[config.mk]
export PLATFORM = sky130hd
export DESIGN_NAME = datapath
export DESIGN_NICKNAME = d
export VERILOG_FILES = /design/src/hdl/isaPkg.sv /design/src/hdl/pipePkg.sv /design/src/hdl/registerFile.sv /design/src/hdl/alu.sv /design/src/hdl/controlUnit.sv /design/src/hdl/programCounter.sv /design/src/hdl/datapath.sv
export SDC_FILE = /design/constraint.sdc
export NUM_CORES = 2
export LEC_CHECK = 0
export ABC_AREA = 1
export BUFFER_PORTS_ARGS = -buffer_cell sky130_fd_sc_hd__buf_2
export CORE_UTILIZATION = 55
export CTS_CLUSTER_DIAMETER = 60
export DETAILED_ROUTE_END_ITERATION = 16
export PLACE_DENSITY = 0.75
export SLEW_MARGIN = 5
export SYNTH_ARGS = -nofsm -noshare
export SYNTH_HDL_FRONTEND = slang
export SYNTH_SLANG_ARGS = --single-unit
[constraint.sdc]
create_clock -name CLK -period 7.1 [get_ports CLK]
set_clock_uncertainty 0.1 [all_clocks]
set_input_delay 0 -clock CLK [delete_from_list [all_inputs] [get_ports CLK]]
set_output_delay 0 -clock CLK [all_outputs]
set_load 0.01 [all_outputs]
[src/hdl/isaPkg.sv]
`default_nettype none

package isaPkg;

  typedef logic [31:0] word_t;    // data or instruction word
  typedef logic [4:0]  regAddr_t;
  typedef logic [15:0] imm_t;
  typedef logic [4:0]  shamt_t;

  // primary opcode in instr[31:26]
  typedef enum logic [5:0] {
    RTYPE = 6'b000000,
    J     = 6'b000010,
    JAL   = 6'b000011,
    BEQ   = 6'b000100,
    BNE   = 6'b000101,
    ADDIU = 6'b001001,
    SLTI  = 6'b001010,
    ANDI  = 6'b001100,
    ORI   = 6'b001101,
    XORI  = 6'b001110,
    LUI   = 6'b001111,
    LW    = 6'b100011,
    SW    = 6'b101011
  } opcode_t;

  // function field of RTYPE, instr[5:0]
  typedef enum logic [5:0] {
    SLL  = 6'b000000,
    SRL  = 6'b000010,
    JR   = 6'b001000,
    ADDU = 6'b100001,
    SUBU = 6'b100011,
    AND  = 6'b100100,
    OR   = 6'b100101,
    XOR  = 6'b100110,
    NOR  = 6'b100111,
    SLT  = 6'b101010,
    SLTU = 6'b101011
  } funct_t;

  localparam regAddr_t LINK_REG = 5'd31;  // jal return address

endpackage

`default_nettype wire

[src/hdl/pipePkg.sv]
`default_nettype none

package pipePkg;

  typedef enum logic [3:0] {
    ALU_SLL  = 4'd0,
    ALU_SRL  = 4'd1,
    ALU_ADD  = 4'd2,
    ALU_SUB  = 4'd3,
    ALU_AND  = 4'd4,
    ALU_OR   = 4'd5,
    ALU_XOR  = 4'd6,
    ALU_NOR  = 4'd7,
    ALU_SLT  = 4'd8,
    ALU_SLTU = 4'd9
  } aluOp_t;

  localparam isaPkg::word_t PC_INIT   = 32'h0000_0000;
  localparam isaPkg::word_t HALT_WORD = 32'hffff_ffff;  // all ones stops the core

  // each memory holds this many words
  localparam int MEM_WORDS = 256;
  typedef logic [$clog2(MEM_WORDS)-1:0] memAddr_t;

endpackage

`default_nettype wire

[src/hdl/registerFile.sv]
`timescale 1ns/1ps
`default_nettype none

module registerFile (
  input  logic             CLK,
  input  logic             nRST,
  input  logic             wen,
  input  isaPkg::regAddr_t wsel,
  input  isaPkg::word_t    wdat,
  input  isaPkg::regAddr_t rsel1,
  input  isaPkg::regAddr_t rsel2,
  output isaPkg::word_t    rdat1,
  output isaPkg::word_t    rdat2
);

  isaPkg::word_t regs [32];

  // entry 0 is cleared by reset and never written
  always_ff @(posedge CLK or negedge nRST) begin
    if (!nRST) begin
      for (int i = 0; i < 32; i++) begin
        regs[i] <= '0;
      end
    end else if (wen && wsel != '0) begin
      regs[wsel] <= wdat;
    end
  end

  assign rdat1 = regs[rsel1];  // no write bypass, old value this cycle
  assign rdat2 = regs[rsel2];

  zeroRegStaysZero: assert property (@(posedge CLK) disable iff (!nRST) regs[0] == '0)
    else $error("register 0 became nonzero");

endmodule

`default_nettype wire

[src/hdl/alu.sv]
`timescale 1ns/1ps
`default_nettype none

module alu (
  input  isaPkg::word_t   portA,
  input  isaPkg::word_t   portB,
  input  pipePkg::aluOp_t aluOp,
  output isaPkg::word_t   result,
  output logic            zero
);

  isaPkg::shamt_t shamt;

  assign shamt = portB[4:0];

  always_comb begin
    case (aluOp)
      pipePkg::ALU_SLL:  result = portA << shamt;
      pipePkg::ALU_SRL:  result = portA >> shamt;  // logical
      pipePkg::ALU_ADD:  result = portA + portB;
      pipePkg::ALU_SUB:  result = portA - portB;
      pipePkg::ALU_AND:  result = portA & portB;
      pipePkg::ALU_OR:   result = portA | portB;
      pipePkg::ALU_XOR:  result = portA ^ portB;
      pipePkg::ALU_NOR:  result = ~(portA | portB);
      pipePkg::ALU_SLT: begin
        result = {31'b0, $signed(portA) < $signed(portB)};
      end
      pipePkg::ALU_SLTU: begin
        result = {31'b0, portA < portB};
      end
      default:           result = '0;
    endcase
  end

  // beq and bne look at this after ALU_SUB
  assign zero = (result == '0);

endmodule

`default_nettype wire

[src/hdl/controlUnit.sv]
`timescale 1ns/1ps
`default_nettype none

module controlUnit (
  input  isaPkg::word_t   instr,
  output logic            regDst,
  output logic            branch,
  output logic            bne,
  output logic            regWrite,
  output logic            aluSrc,
  output logic            jmp,
  output logic            jl,
  output logic            jmpReg,
  output logic            memToReg,
  output logic            dRen,
  output logic            dWen,
  output logic            lui,
  output logic            zeroExt,
  output logic            shiftSel,
  output pipePkg::aluOp_t aluOp
);

  isaPkg::opcode_t opcode;
  isaPkg::funct_t  funct;

  assign opcode = isaPkg::opcode_t'(instr[31:26]);
  assign funct  = isaPkg::funct_t'(instr[5:0]);

  always_comb begin
    // everything off unless decoded below, halt lands here too
    regDst   = 1'b0;
    branch   = 1'b0;
    bne      = 1'b0;
    regWrite = 1'b0;
    aluSrc   = 1'b0;
    jmp      = 1'b0;
    jl       = 1'b0;
    jmpReg   = 1'b0;
    memToReg = 1'b0;
    dRen     = 1'b0;
    dWen     = 1'b0;
    lui      = 1'b0;
    zeroExt  = 1'b0;
    shiftSel = 1'b0;
    aluOp    = pipePkg::ALU_SLL;
    case (opcode)
      isaPkg::RTYPE: begin
        regDst   = 1'b1;
        regWrite = 1'b1;
        case (funct)
          isaPkg::SLL: begin
            shiftSel = 1'b1;
            aluOp    = pipePkg::ALU_SLL;
          end
          isaPkg::SRL: begin
            shiftSel = 1'b1;
            aluOp    = pipePkg::ALU_SRL;
          end
          isaPkg::JR: begin
            regWrite = 1'b0;
            jmpReg   = 1'b1;
          end
          isaPkg::ADDU: aluOp = pipePkg::ALU_ADD;
          isaPkg::SUBU: aluOp = pipePkg::ALU_SUB;
          isaPkg::AND:  aluOp = pipePkg::ALU_AND;
          isaPkg::OR:   aluOp = pipePkg::ALU_OR;
          isaPkg::XOR:  aluOp = pipePkg::ALU_XOR;
          isaPkg::NOR:  aluOp = pipePkg::ALU_NOR;
          isaPkg::SLT:  aluOp = pipePkg::ALU_SLT;
          isaPkg::SLTU: aluOp = pipePkg::ALU_SLTU;
          default: begin
            regDst   = 1'b0;  // unknown funct acts as nop
            regWrite = 1'b0;
          end
        endcase
      end
      isaPkg::J:   jmp = 1'b1;
      isaPkg::JAL: begin
        jmp      = 1'b1;
        jl       = 1'b1;
        regWrite = 1'b1;
      end
      isaPkg::BEQ: begin
        branch = 1'b1;
        aluOp  = pipePkg::ALU_SUB;
      end
      isaPkg::BNE: begin
        branch = 1'b1;
        bne    = 1'b1;
        aluOp  = pipePkg::ALU_SUB;
      end
      isaPkg::ADDIU, isaPkg::SLTI: begin
        aluSrc   = 1'b1;
        regWrite = 1'b1;
        aluOp    = (opcode == isaPkg::SLTI) ? pipePkg::ALU_SLT : pipePkg::ALU_ADD;
      end
      isaPkg::ANDI, isaPkg::ORI, isaPkg::XORI: begin
        aluSrc   = 1'b1;
        regWrite = 1'b1;
        zeroExt  = 1'b1;
        if (opcode == isaPkg::ANDI)
          aluOp = pipePkg::ALU_AND;
        else if (opcode == isaPkg::ORI)
          aluOp = pipePkg::ALU_OR;
        else
          aluOp = pipePkg::ALU_XOR;
      end
      isaPkg::LUI: begin
        lui      = 1'b1;  // value built in write-back
        regWrite = 1'b1;
      end
      isaPkg::LW: begin
        aluSrc   = 1'b1;
        regWrite = 1'b1;
        memToReg = 1'b1;
        dRen     = 1'b1;
        aluOp    = pipePkg::ALU_ADD;
      end
      isaPkg::SW: begin
        aluSrc = 1'b1;
        dWen   = 1'b1;
        aluOp  = pipePkg::ALU_ADD;
      end
      default: ;
    endcase
  end

endmodule

`default_nettype wire

[src/hdl/programCounter.sv]
`timescale 1ns/1ps
`default_nettype none

module programCounter (
  input  logic          CLK,
  input  logic          nRST,
  input  logic          ihit,
  input  isaPkg::word_t exInstr,
  input  isaPkg::word_t exImm,
  input  isaPkg::word_t exRdat1,
  input  logic          branch,
  input  logic          bne,
  input  logic          jmp,
  input  logic          jmpReg,
  input  logic          zero,
  output isaPkg::word_t pc,
  output isaPkg::word_t incPC
);

  isaPkg::word_t idIncPC, exIncPC;  // pc+4 of the ID and EX instructions
  isaPkg::word_t jumpTarget, branchTarget, nextPC;
  logic          takeBranch;

  assign incPC        = pc + 32'd4;
  assign takeBranch   = branch && (zero != bne);
  assign jumpTarget   = {exIncPC[31:28], exInstr[25:0], 2'b00};
  assign branchTarget = exIncPC + (exImm << 2);  // relative to the branch's own pc+4

  always_comb begin
    if (jmpReg)
      nextPC = exRdat1;
    else if (jmp)
      nextPC = jumpTarget;
    else if (takeBranch)
      nextPC = branchTarget;
    else
      nextPC = incPC;
  end

  always_ff @(posedge CLK or negedge nRST) begin
    if (!nRST) begin
      pc      <= pipePkg::PC_INIT;
      idIncPC <= '0;
      exIncPC <= '0;
    end else if (ihit) begin
      pc      <= nextPC;
      idIncPC <= incPC;
      exIncPC <= idIncPC;
    end
  end

  pcAligned: assert property (@(posedge CLK) disable iff (!nRST) pc[1:0] == 2'b00)
    else $error("pc not word aligned: %h", pc);

endmodule

`default_nettype wire

[src/hdl/datapath.sv]
`timescale 1ns/1ps
`default_nettype none

module datapath (
  input  logic          CLK,
  input  logic          nRST,
  input  logic          ihit,
  input  logic          dhit,
  input  isaPkg::word_t imemLoad,
  input  isaPkg::word_t dmemLoad,
  output isaPkg::word_t imemAddr,
  output isaPkg::word_t dmemAddr,
  output isaPkg::word_t dmemStore,
  output logic          dmemRen,
  output logic          dmemWen,
  output logic          halt
);

  // decode outputs
  logic regDst, branch, bne, regWrite, aluSrc, jmp, jl, jmpReg;
  logic memToReg, dRen, dWen, lui, zeroExt, shiftSel;
  pipePkg::aluOp_t  aluOp;
  isaPkg::word_t    rdat1, rdat2;
  isaPkg::regAddr_t idDest;

  isaPkg::imm_t   exImmField;
  isaPkg::shamt_t exShamt;
  isaPkg::word_t  exImm, portA, portB, aluResult;
  logic           aluZero;
  isaPkg::word_t  pc, incPC, wbData;
  logic           memWbEnable;

  // pipeline registers
  isaPkg::word_t    ifIdInstr, ifIdIncPC;
  isaPkg::word_t    idExInstr, idExIncPC, idExRdat1, idExRdat2;
  isaPkg::regAddr_t idExDest;
  logic idExBranch, idExBne, idExRegWrite, idExAluSrc, idExJmp, idExJl, idExJmpReg;
  logic idExMemToReg, idExDRen, idExDWen, idExLui, idExZeroExt, idExShiftSel;
  pipePkg::aluOp_t  idExAluOp;
  isaPkg::word_t    exMemInstr, exMemIncPC, exMemAluResult, exMemRdat2;
  isaPkg::regAddr_t exMemDest;
  logic exMemRegWrite, exMemJl, exMemMemToReg, exMemDRen, exMemDWen, exMemLui;
  isaPkg::word_t    memWbInstr, memWbIncPC, memWbAluResult, memWbLoad;
  isaPkg::regAddr_t memWbDest;
  logic memWbRegWrite, memWbJl, memWbMemToReg, memWbLui;

  controlUnit control0 (
    .instr(ifIdInstr), .regDst(regDst), .branch(branch), .bne(bne), .regWrite(regWrite),
    .aluSrc(aluSrc), .jmp(jmp), .jl(jl), .jmpReg(jmpReg), .memToReg(memToReg),
    .dRen(dRen), .dWen(dWen), .lui(lui), .zeroExt(zeroExt), .shiftSel(shiftSel),
    .aluOp(aluOp)
  );

  registerFile regFile0 (
    .CLK(CLK), .nRST(nRST), .wen(memWbRegWrite), .wsel(memWbDest), .wdat(wbData),
    .rsel1(ifIdInstr[25:21]), .rsel2(ifIdInstr[20:16]), .rdat1(rdat1), .rdat2(rdat2)
  );

  alu alu0 (.portA(portA), .portB(portB), .aluOp(idExAluOp), .result(aluResult),
            .zero(aluZero));

  programCounter pc0 (
    .CLK(CLK), .nRST(nRST), .ihit(ihit), .exInstr(idExInstr), .exImm(exImm),
    .exRdat1(idExRdat1), .branch(idExBranch), .bne(idExBne), .jmp(idExJmp),
    .jmpReg(idExJmpReg), .zero(aluZero), .pc(pc), .incPC(incPC)
  );

  // destination register, jal always links to 31
  always_comb begin
    if (jl)
      idDest = isaPkg::LINK_REG;
    else if (regDst)
      idDest = ifIdInstr[15:11];
    else
      idDest = ifIdInstr[20:16];
  end

  // extender
  assign exImmField = idExInstr[15:0];
  assign exShamt    = idExInstr[10:6];
  assign exImm = idExZeroExt ? {16'b0, exImmField} : {{16{exImmField[15]}}, exImmField};

  // shifts take rt as the value and shamt as the amount
  assign portA = idExShiftSel ? idExRdat2 : idExRdat1;
  always_comb begin
    if (idExShiftSel)
      portB = {27'b0, exShamt};
    else if (idExAluSrc)
      portB = exImm;
    else
      portB = idExRdat2;
  end

  always_comb begin
    if (memWbLui)
      wbData = {memWbInstr[15:0], 16'b0};
    else if (memWbJl)
      wbData = memWbIncPC;  // link address
    else if (memWbMemToReg)
      wbData = memWbLoad;
    else
      wbData = memWbAluResult;
  end

  assign memWbEnable = ihit | dhit;

  always_ff @(posedge CLK or negedge nRST) begin
    if (!nRST) begin
      ifIdInstr <= '0;
      ifIdIncPC <= '0;
      idExInstr <= '0;
      idExIncPC <= '0;
      idExRdat1 <= '0;
      idExRdat2 <= '0;
      idExDest  <= '0;
      {idExBranch, idExBne, idExRegWrite, idExAluSrc, idExJmp, idExJl} <= '0;
      {idExJmpReg, idExMemToReg, idExDRen, idExDWen, idExLui} <= '0;
      {idExZeroExt, idExShiftSel} <= '0;
      idExAluOp <= pipePkg::ALU_SLL;
    end else if (ihit) begin
      ifIdInstr    <= imemLoad;
      ifIdIncPC    <= incPC;
      idExInstr    <= ifIdInstr;
      idExIncPC    <= ifIdIncPC;
      idExRdat1    <= rdat1;
      idExRdat2    <= rdat2;
      idExDest     <= idDest;
      idExBranch   <= branch;
      idExBne      <= bne;
      idExRegWrite <= regWrite;
      idExAluSrc   <= aluSrc;
      idExJmp      <= jmp;
      idExJl       <= jl;
      idExJmpReg   <= jmpReg;
      idExMemToReg <= memToReg;
      idExDRen     <= dRen;
      idExDWen     <= dWen;
      idExLui      <= lui;
      idExZeroExt  <= zeroExt;
      idExShiftSel <= shiftSel;
      idExAluOp    <= aluOp;
    end
  end

  always_ff @(posedge CLK or negedge nRST) begin
    if (!nRST) begin
      exMemInstr     <= '0;
      exMemIncPC     <= '0;
      exMemAluResult <= '0;
      exMemRdat2     <= '0;
      exMemDest      <= '0;
      {exMemRegWrite, exMemJl, exMemMemToReg, exMemDRen, exMemDWen, exMemLui} <= '0;
    end else if (ihit) begin
      exMemInstr     <= idExInstr;
      exMemIncPC     <= idExIncPC;
      exMemAluResult <= aluResult;
      exMemRdat2     <= idExRdat2;  // store data
      exMemDest      <= idExDest;
      exMemRegWrite  <= idExRegWrite;
      exMemJl        <= idExJl;
      exMemMemToReg  <= idExMemToReg;
      exMemDRen      <= idExDRen;
      exMemDWen      <= idExDWen;
      exMemLui       <= idExLui;
    end
  end

  always_ff @(posedge CLK or negedge nRST) begin
    if (!nRST) begin
      memWbInstr     <= '0;
      memWbIncPC     <= '0;
      memWbAluResult <= '0;
      memWbLoad      <= '0;
      memWbDest      <= '0;
      {memWbRegWrite, memWbJl, memWbMemToReg, memWbLui} <= '0;
    end else if (memWbEnable) begin
      memWbInstr     <= exMemInstr;
      memWbIncPC     <= exMemIncPC;
      memWbAluResult <= exMemAluResult;
      memWbLoad      <= dmemLoad;
      memWbDest      <= exMemDest;
      memWbRegWrite  <= exMemRegWrite;
      memWbJl        <= exMemJl;
      memWbMemToReg  <= exMemMemToReg;
      memWbLui       <= exMemLui;
    end
  end

  // halt latch, held until the next reset
  always_ff @(posedge CLK or negedge nRST) begin
    if (!nRST)
      halt <= 1'b0;
    else if (memWbInstr == pipePkg::HALT_WORD)
      halt <= 1'b1;
  end

  assign imemAddr  = pc;
  assign dmemAddr  = exMemAluResult;
  assign dmemStore = exMemRdat2;
  assign dmemRen   = exMemDRen;
  assign dmemWen   = exMemDWen;

  oneDataRequest: assert property (@(posedge CLK) disable iff (!nRST) !(dmemRen && dmemWen))
    else $error("load and store requested together");

endmodule

`default_nettype wire

# After elaboration in Yosys (flattened, before gate mapping)
# Index checks and enable logic that the tools add are counted.
[word_totals]
reg_bits = 1545
in_bits = 68
output_inout_bits = 99
word_cells = 188
[op_classes]
n_addsub = 4
order_cmp = 6
eq_ne = 33
n_shift = 2
n_mux = 44
bitwise = 8
reduce_logical = 18
[ops]
columns = ["cell", "n"]
rows = [
  ["$bwmux 1024", 1],
  ["$mux 32", 15],
  ["$bmux 32 s5", 2],
  ["$pmux 32 s10", 1],
  ["$demux 32 s5", 1],
  ["$add 32x32->32", 2],
  ["$lt 32x32->1", 2],
  ["$eq 6x6->1 const B", 10],
  ["$eq 6x4->1 const B", 7],
  ["$pmux 4 s9", 1],
  ["$add 32x3->32 const B", 1],
  ["$and 32x32->32", 1],
  ["$eq 32x32->1 const B", 1],
  ["$logic_not 32->1", 1],
  ["$not 32->32", 1],
  ["$or 32x32->32", 1],
  ["$shl 32x5->32", 1],
  ["$shr 32x5->32", 1],
  ["$sub 32x32->32", 1],
  ["$xor 32x32->32", 1],
  ["$pmux 4 s5", 1],
  ["$eq 6x2->1 const B", 3],
  ["$ge 6x6->1 const B", 3],
  ["$not 5->6", 3],
  ["23 further kinds", 53],
]

# Longest topological paths before layout
[logic_depth]
ltp_word = 12
depth_mapped = 36

# Hierarchy
# Synthesis repeated with hierarchy kept, for this count alone.
[hier_totals]
cells_unflattened = 13981
area_unflattened_um2 = 94617.0
[modules_own_cells]
columns = ["module", "instances", "cells_each", "area_each_um2", "seq_area_each_um2"]
rows = [
  ["registerFile", 1, 8270, 56110.1, 25624.6],
  ["datapath", 1, 2324, 20339.5, 12286.8],
  ["alu", 1, 2159, 10352.4, 0.0],
  ["programCounter", 1, 1145, 7409.6, 2402.3],
  ["controlUnit", 1, 83, 405.4, 0.0],
]

# Worst setup path before layout
# Ideal clock, no wire load.
[synth_timing]
path_type = "register to register"
from = "register idExInstr[15]"
to = "register pc0.pc[17]"
setup_time_ps = 117
t_arrival_ps = 4274
required_time_ps = 6883
slack_ps = 2610
stages_incl_launch_ff = 33
path_buffers = 3
synth_period_minus_slack_ps = 4490
path_cell_list = "dfrtp_1 > inv_1 > nor2_1 > inv_1 > a21oi_1 > inv_1 > buf_1 > a21oi_1 > inv_1 > ha_1 > clkbuf_1 > nand2_1 > nor2_1 > nand2_1 > nor4_1 > nand2_1 > nand2_1 > nand2_1 > nand3_1 > nand3_1 > nor2_1 > nand2_1 > nor2_1 > nand2_1 > nor2_1 > nand2_1 > nand2_2 > buf_2 > nand4_1 > nand3_1 > nand2_1 > nand2_1 > nand2_1"
[synth_between]
elab_chain_len = 12
[synth_rtl]
columns = ["item", "line", "rtl"]
rows = [
  ["from (decl)", "datapath.sv:35", "isaPkg::word_t idExInstr, idExIncPC, idExRdat1, idExRdat2;"],
  ["from (signal assigned)", "datapath.sv:123", "idExInstr <= ifIdInstr;"],
  ["parallel branches: the longest is 10 deep, another holds $sub 32x32->32", "n/a", ""],
  ["$mux 32 (*)", "programCounter.sv:32", "else if (jmp)"],
  ["$mux 32 (*)", "programCounter.sv:30", "if (jmpReg)"],
  ["to (signal assigned)", "programCounter.sv:42", "pc <= pipePkg::PC_INIT;"],
  ["to (signal assigned)", "programCounter.sv:46", "pc <= nextPC;"],
  ["to (decl)", "programCounter.sv:16", "output isaPkg::word_t pc,"],
]
# Mark *: on every way between the ends.
# A chain may end at the register's enable or synchronous reset.

# Final worst setup path
[layout_timing]
from = "register idExInstr[15]"
to = "register pc0.pc[0]"
[layout_between]
elab_chain_len = 12
[layout_rtl]
columns = ["item", "line", "rtl"]
rows = [
  ["$mux 32 (*)", "datapath.sv:81", "assign exImm = idExZeroExt ? {16'b0, exImmField} : {{16{exImmField[15]}}, exImmField};"],
  ["$mux 32 (*)", "datapath.sv:88", "else if (idExAluSrc)"],
  ["$mux 32 (*)", "datapath.sv:86", "if (idExShiftSel)"],
  ["parallel branches: the longest is 2 deep, another holds $sub 32x32->32", "n/a", ""],
  ["$pmux 32 s10 (*)", "alu.sv:17", "case (aluOp)"],
  ["$logic_not 32->1 (*)", "alu.sv:37", "assign zero = (result == '0);"],
  ["$ne 1x1->1 (*)", "programCounter.sv:25", "assign takeBranch = branch && (zero != bne);"],
  ["$logic_and 1x1->1 (*)", "programCounter.sv:25", ""],
  ["$mux 32 (*)", "programCounter.sv:34", "else if (takeBranch)"],
  ["$mux 32 (*)", "programCounter.sv:32", ""],
  ["$mux 32 (*)", "programCounter.sv:30", ""],
]
# Marked as above.

==> impl_metrics.py <==
metrics = {
    "pwr": {
        "power.density_nw_per_um2": 361,
        "fin_total_pwr_mw": 35.4,
        "ir_drop_mv": 0.328,
        "p_leak_nw": 45.2,
    },
    "setup_path": {
        "required_ps": 7760,
        "regToRegStartpoint": "idExInstr[15]",
        "rr_worst_depth": 31,
        "cp_max_fo": 33,
        "crit_path_frequent_cell": "nand2_1",
        "r2r_end": "pc0.pc[0]",
        "critPathMaxStageDelay_ps": 600,
        "r2r_slack_ps": 470,
        "worst_ep_arrival_time_ps": 7300,
        "startpoint_type": "flip-flop",
        "cp-end-kind": "flip-flop",
        "path_class": "flip-flop to flip-flop",
        "crit_slowest_cell": "dfrtp_1",
    },
    "timing": {
        "fin_tns_setup_ps": 0,
        "setup-violations-final": 0,
        "timing.fmax_ghz": 0.151,
        "tightest_slew_ps": 1480,
        "relSlewSlack_pct": 0.0124,
        "rsz0062_at_grt": "false",
        "finalMaxSlewViolations": 0,
        "timing.final.crit_period_ps": 6630,
        "finalHoldViolCount": 0,
        "finalCritPeriodShare_pct": 93.4,
    },
    "routing": {
        "ant_nets": 0,
        "via_count": 92012,
        "firstDrtPassIters": 8,
        "drc": 0,
        "wirelength_um": 379000,
        "wire_per_inst_um": 26.6,
        "first_iter_violations": 14905,
        "via_per_inst": 6.45,
    },
    "hold_path": {
        "min_path_type": "input pin to flip-flop",
        "whs_endpoint": "exMemInstr[21]",
        "holdPathStages": 4,
        "hold_start": "ihit",
    },
    "synthesis": {
        "synth_top_area_share_pct": 43.7,
        "async_flop_share_pct": 100,
        "synth_cell_type_count": 50,
        "ys_seq_area_share_pct": 43.7,
        "syn-mean-instance-area_um2": 7.25,
        "synth-seq-cells": 1545,
        "synth_edf_count": 0,
        "yosys.area.top_type": "dfrtp_1",
        "syn-num-nets": 12424,
        "synth_common_cells": "nand2_1, o21ai_0, dfrtp_1",
        "syn-cell-area_um2": 88500,
        "yosysWarnings": 0,
        "syn_inst": 12212,
        "synthFlopType": "dfrtp_1",
        "synth_area_leaders": "dfrtp_1, o21ai_0, nand2_1",
        "synth_most_common_cell": "nand2_1",
    },
    "clock_tree": {
        "cts_tree": "yes",
        "path_clk_slew_ps": 60,
        "ctsResizeCount": 0,
        "cts_sinks": 1545,
        "clockRootBuffer": "clkbuf_16",
        "htreeDepth": 4,
        "cts_hold_buf": 191,
        "cts-buffers-inserted": 173,
        "cts.path.max_buffers": 3,
        "worstSkewPairLatency_ps": 870,
        "cts_setup_buffers": 0,
    },
    "outcome": {
        "status": "complete, but fails checks",
        "violations": "max-capacitance violations",
    },
    "floorplanning": {
        "dieArea_um2": 163000,
        "num_io_pins": 167,
        "core-area_um2": 159000,
        "die_w_um": 403,
        "die_h_um": 403,
        "start_util_pct": 55.6,
        "num_rows": 146,
    },
    "finish": {
        "fin_nets": 12178,
        "drive_gt1_share_pct": 6.61,
        "fill_cells": 14202,
        "multi_input_area_um2": 42100,
        "syn2layout_area_growth_pct": 11.0,
        "ff_latch_area_um2": 38700,
    },
    "global_route": {
        "grt_overflow": 0,
        "grt_pass1_wl_um": 558000,
        "grt_max_degree": 231,
        "grt_pass1_vias": 86255,
        "antenna_found_initial": 31,
        "grt.total_usage_pct": 45.9,
    },
    "placement": {
        "dp_hpwl_um": 241000,
        "place.gp.congestion": 1.07,
        "port_buffers": 166,
    },
    "run": {
        "drv_cap": 1,
    },
}
==> worst max-delay path by stage <==
stage	from	to	cells past startpoint	slack, ps
6_report	idExInstr[15]	pc0.pc[0]	31	470
5_1_grt	idExShiftSel	pc0.pc[1]	25	100
4_1_cts	idExInstr[15]	pc0.pc[0]	31	720
3_5_place_dp	idExInstr[15]	pc0.pc[0]	31	730
3_3_place_gp	idExShiftSel	pc0.pc[0]	28	760
2_1_floorplan	idExInstr[15]	pc0.pc[17]	32	2610
==> metal layers <==
layer  vias up  global-route usage [%]  share of wire [%]
met5         -                       0              0.056
met4        32                    34.1                8.5
met3      1589                    12.4                 13
met2      6672                    66.9                 42
met1     43405                    58.7                 36
li1      40314                       -                  -
==> sequential cells by signal (all words and copies together) (netlist names), 4 cells and up <==
register and flops:
idExRdat2 32, pc0.exIncPC 32, memWbAluResult 32, idExDest 5, regFile0.regs 1024, dmemStore 32, ifIdInstr 32, pc0.pc 32
pc0.idIncPC 32, idExAluOp 4, memWbInstr 32, memWbIncPC 32, exMemInstr 32, idExRdat1 32, memWbLoad 32, idExInstr 32
exMemIncPC 32, dmemAddr 32, exMemDest 5, memWbDest 5
==> stage by stage <==
stage	instances	hold slack, ps	util, %	worst slack, ps	cell area, um^2
floorplan	12212	-396	-	2610	88500
finish	14267	133	61.7	466	98200
global placement	13746	7.10	56.7	761	90300
global route	14251	120	61.7	103	98200
CTS	14248	62.7	61.7	718	98200
detailed placement	13746	2.61	56.7	734	90300
==> cell usage in the layout, fill, tap and decap left out, drive strengths merged, types with 3 or more instances in the layout <==
master       netlist  layout
nor2             562     562
a21boi             3       3
a21o               5       5
a211oi            13      13
bufinv             0      16
nor4               8       8
dlygate4sd3        0     190
o21ai           2518    2518
buf              148     382
o211ai           241     241
mux2              44      44
nand4             70      70
fa                 3       3
xnor2             21      21
o21bai            11      11
dfrtp           1545    1545
clkinv            10      34
clkbuf           845     252
nor3              44      44
a21oi           1050    1050
a211o             43      43
o221ai            39      39
o21a               5       5
ha               141     141
o22ai             33      33
a221oi             6       6
nand3b             6       6
inv             1061    1078
nand3           1052    1052
diode              0      19
xor2              37      37
nand2           2639    2639
==> where the power goes <==
group | internal [mW] | total (mW) | switching, mW
registers | 11.4 | 13.6 | 2.20
logic | 3.68 | 12.3 | 8.62
clock network | 5.54 | 9.49 | 3.95
total | 20.6 | 35.4 | 14.8
==> worst max-delay path: cells and delay by family (launching register included) <==
kind / cells / cell delay, ps
AOI/OAI and AO/OA: 5 / 1230
adders and majority gates: 1 / 570
buffers and inverters: 6 / 1140
DFF: 1 / 600
and+or+nand+nor: 19 / 2900
==> kinds of logic after synthesis <==
| family | count (synthesis) | synth area share, % |
|---|---|---|
| XOR/XNOR | 58 | 0.574 |
| adder cells (fa/ha/maj) | 144 | 2.06 |
| AO/OA/AOI/OAI | 3973 | 23.8 |
| multiplexers | 44 | 0.560 |
| AND/OR/NAND/NOR | 4384 | 20.4 |
| buffers and inverters | 2064 | 8.92 |
| flip-flops | 1545 | 43.7 |
==> area by class of cell <==
type	instances	area share (%)
clock buffers	252	5.13
multi-input cells	8603	42.9
inverters	1071	4.14
flip-flops and latches	1545	39.4
repair buffers	572	4.70
well taps	2146	2.73
clock inverters	59	0.949
diodes	19	0.0484
Power figures use the tool's default switching activity.
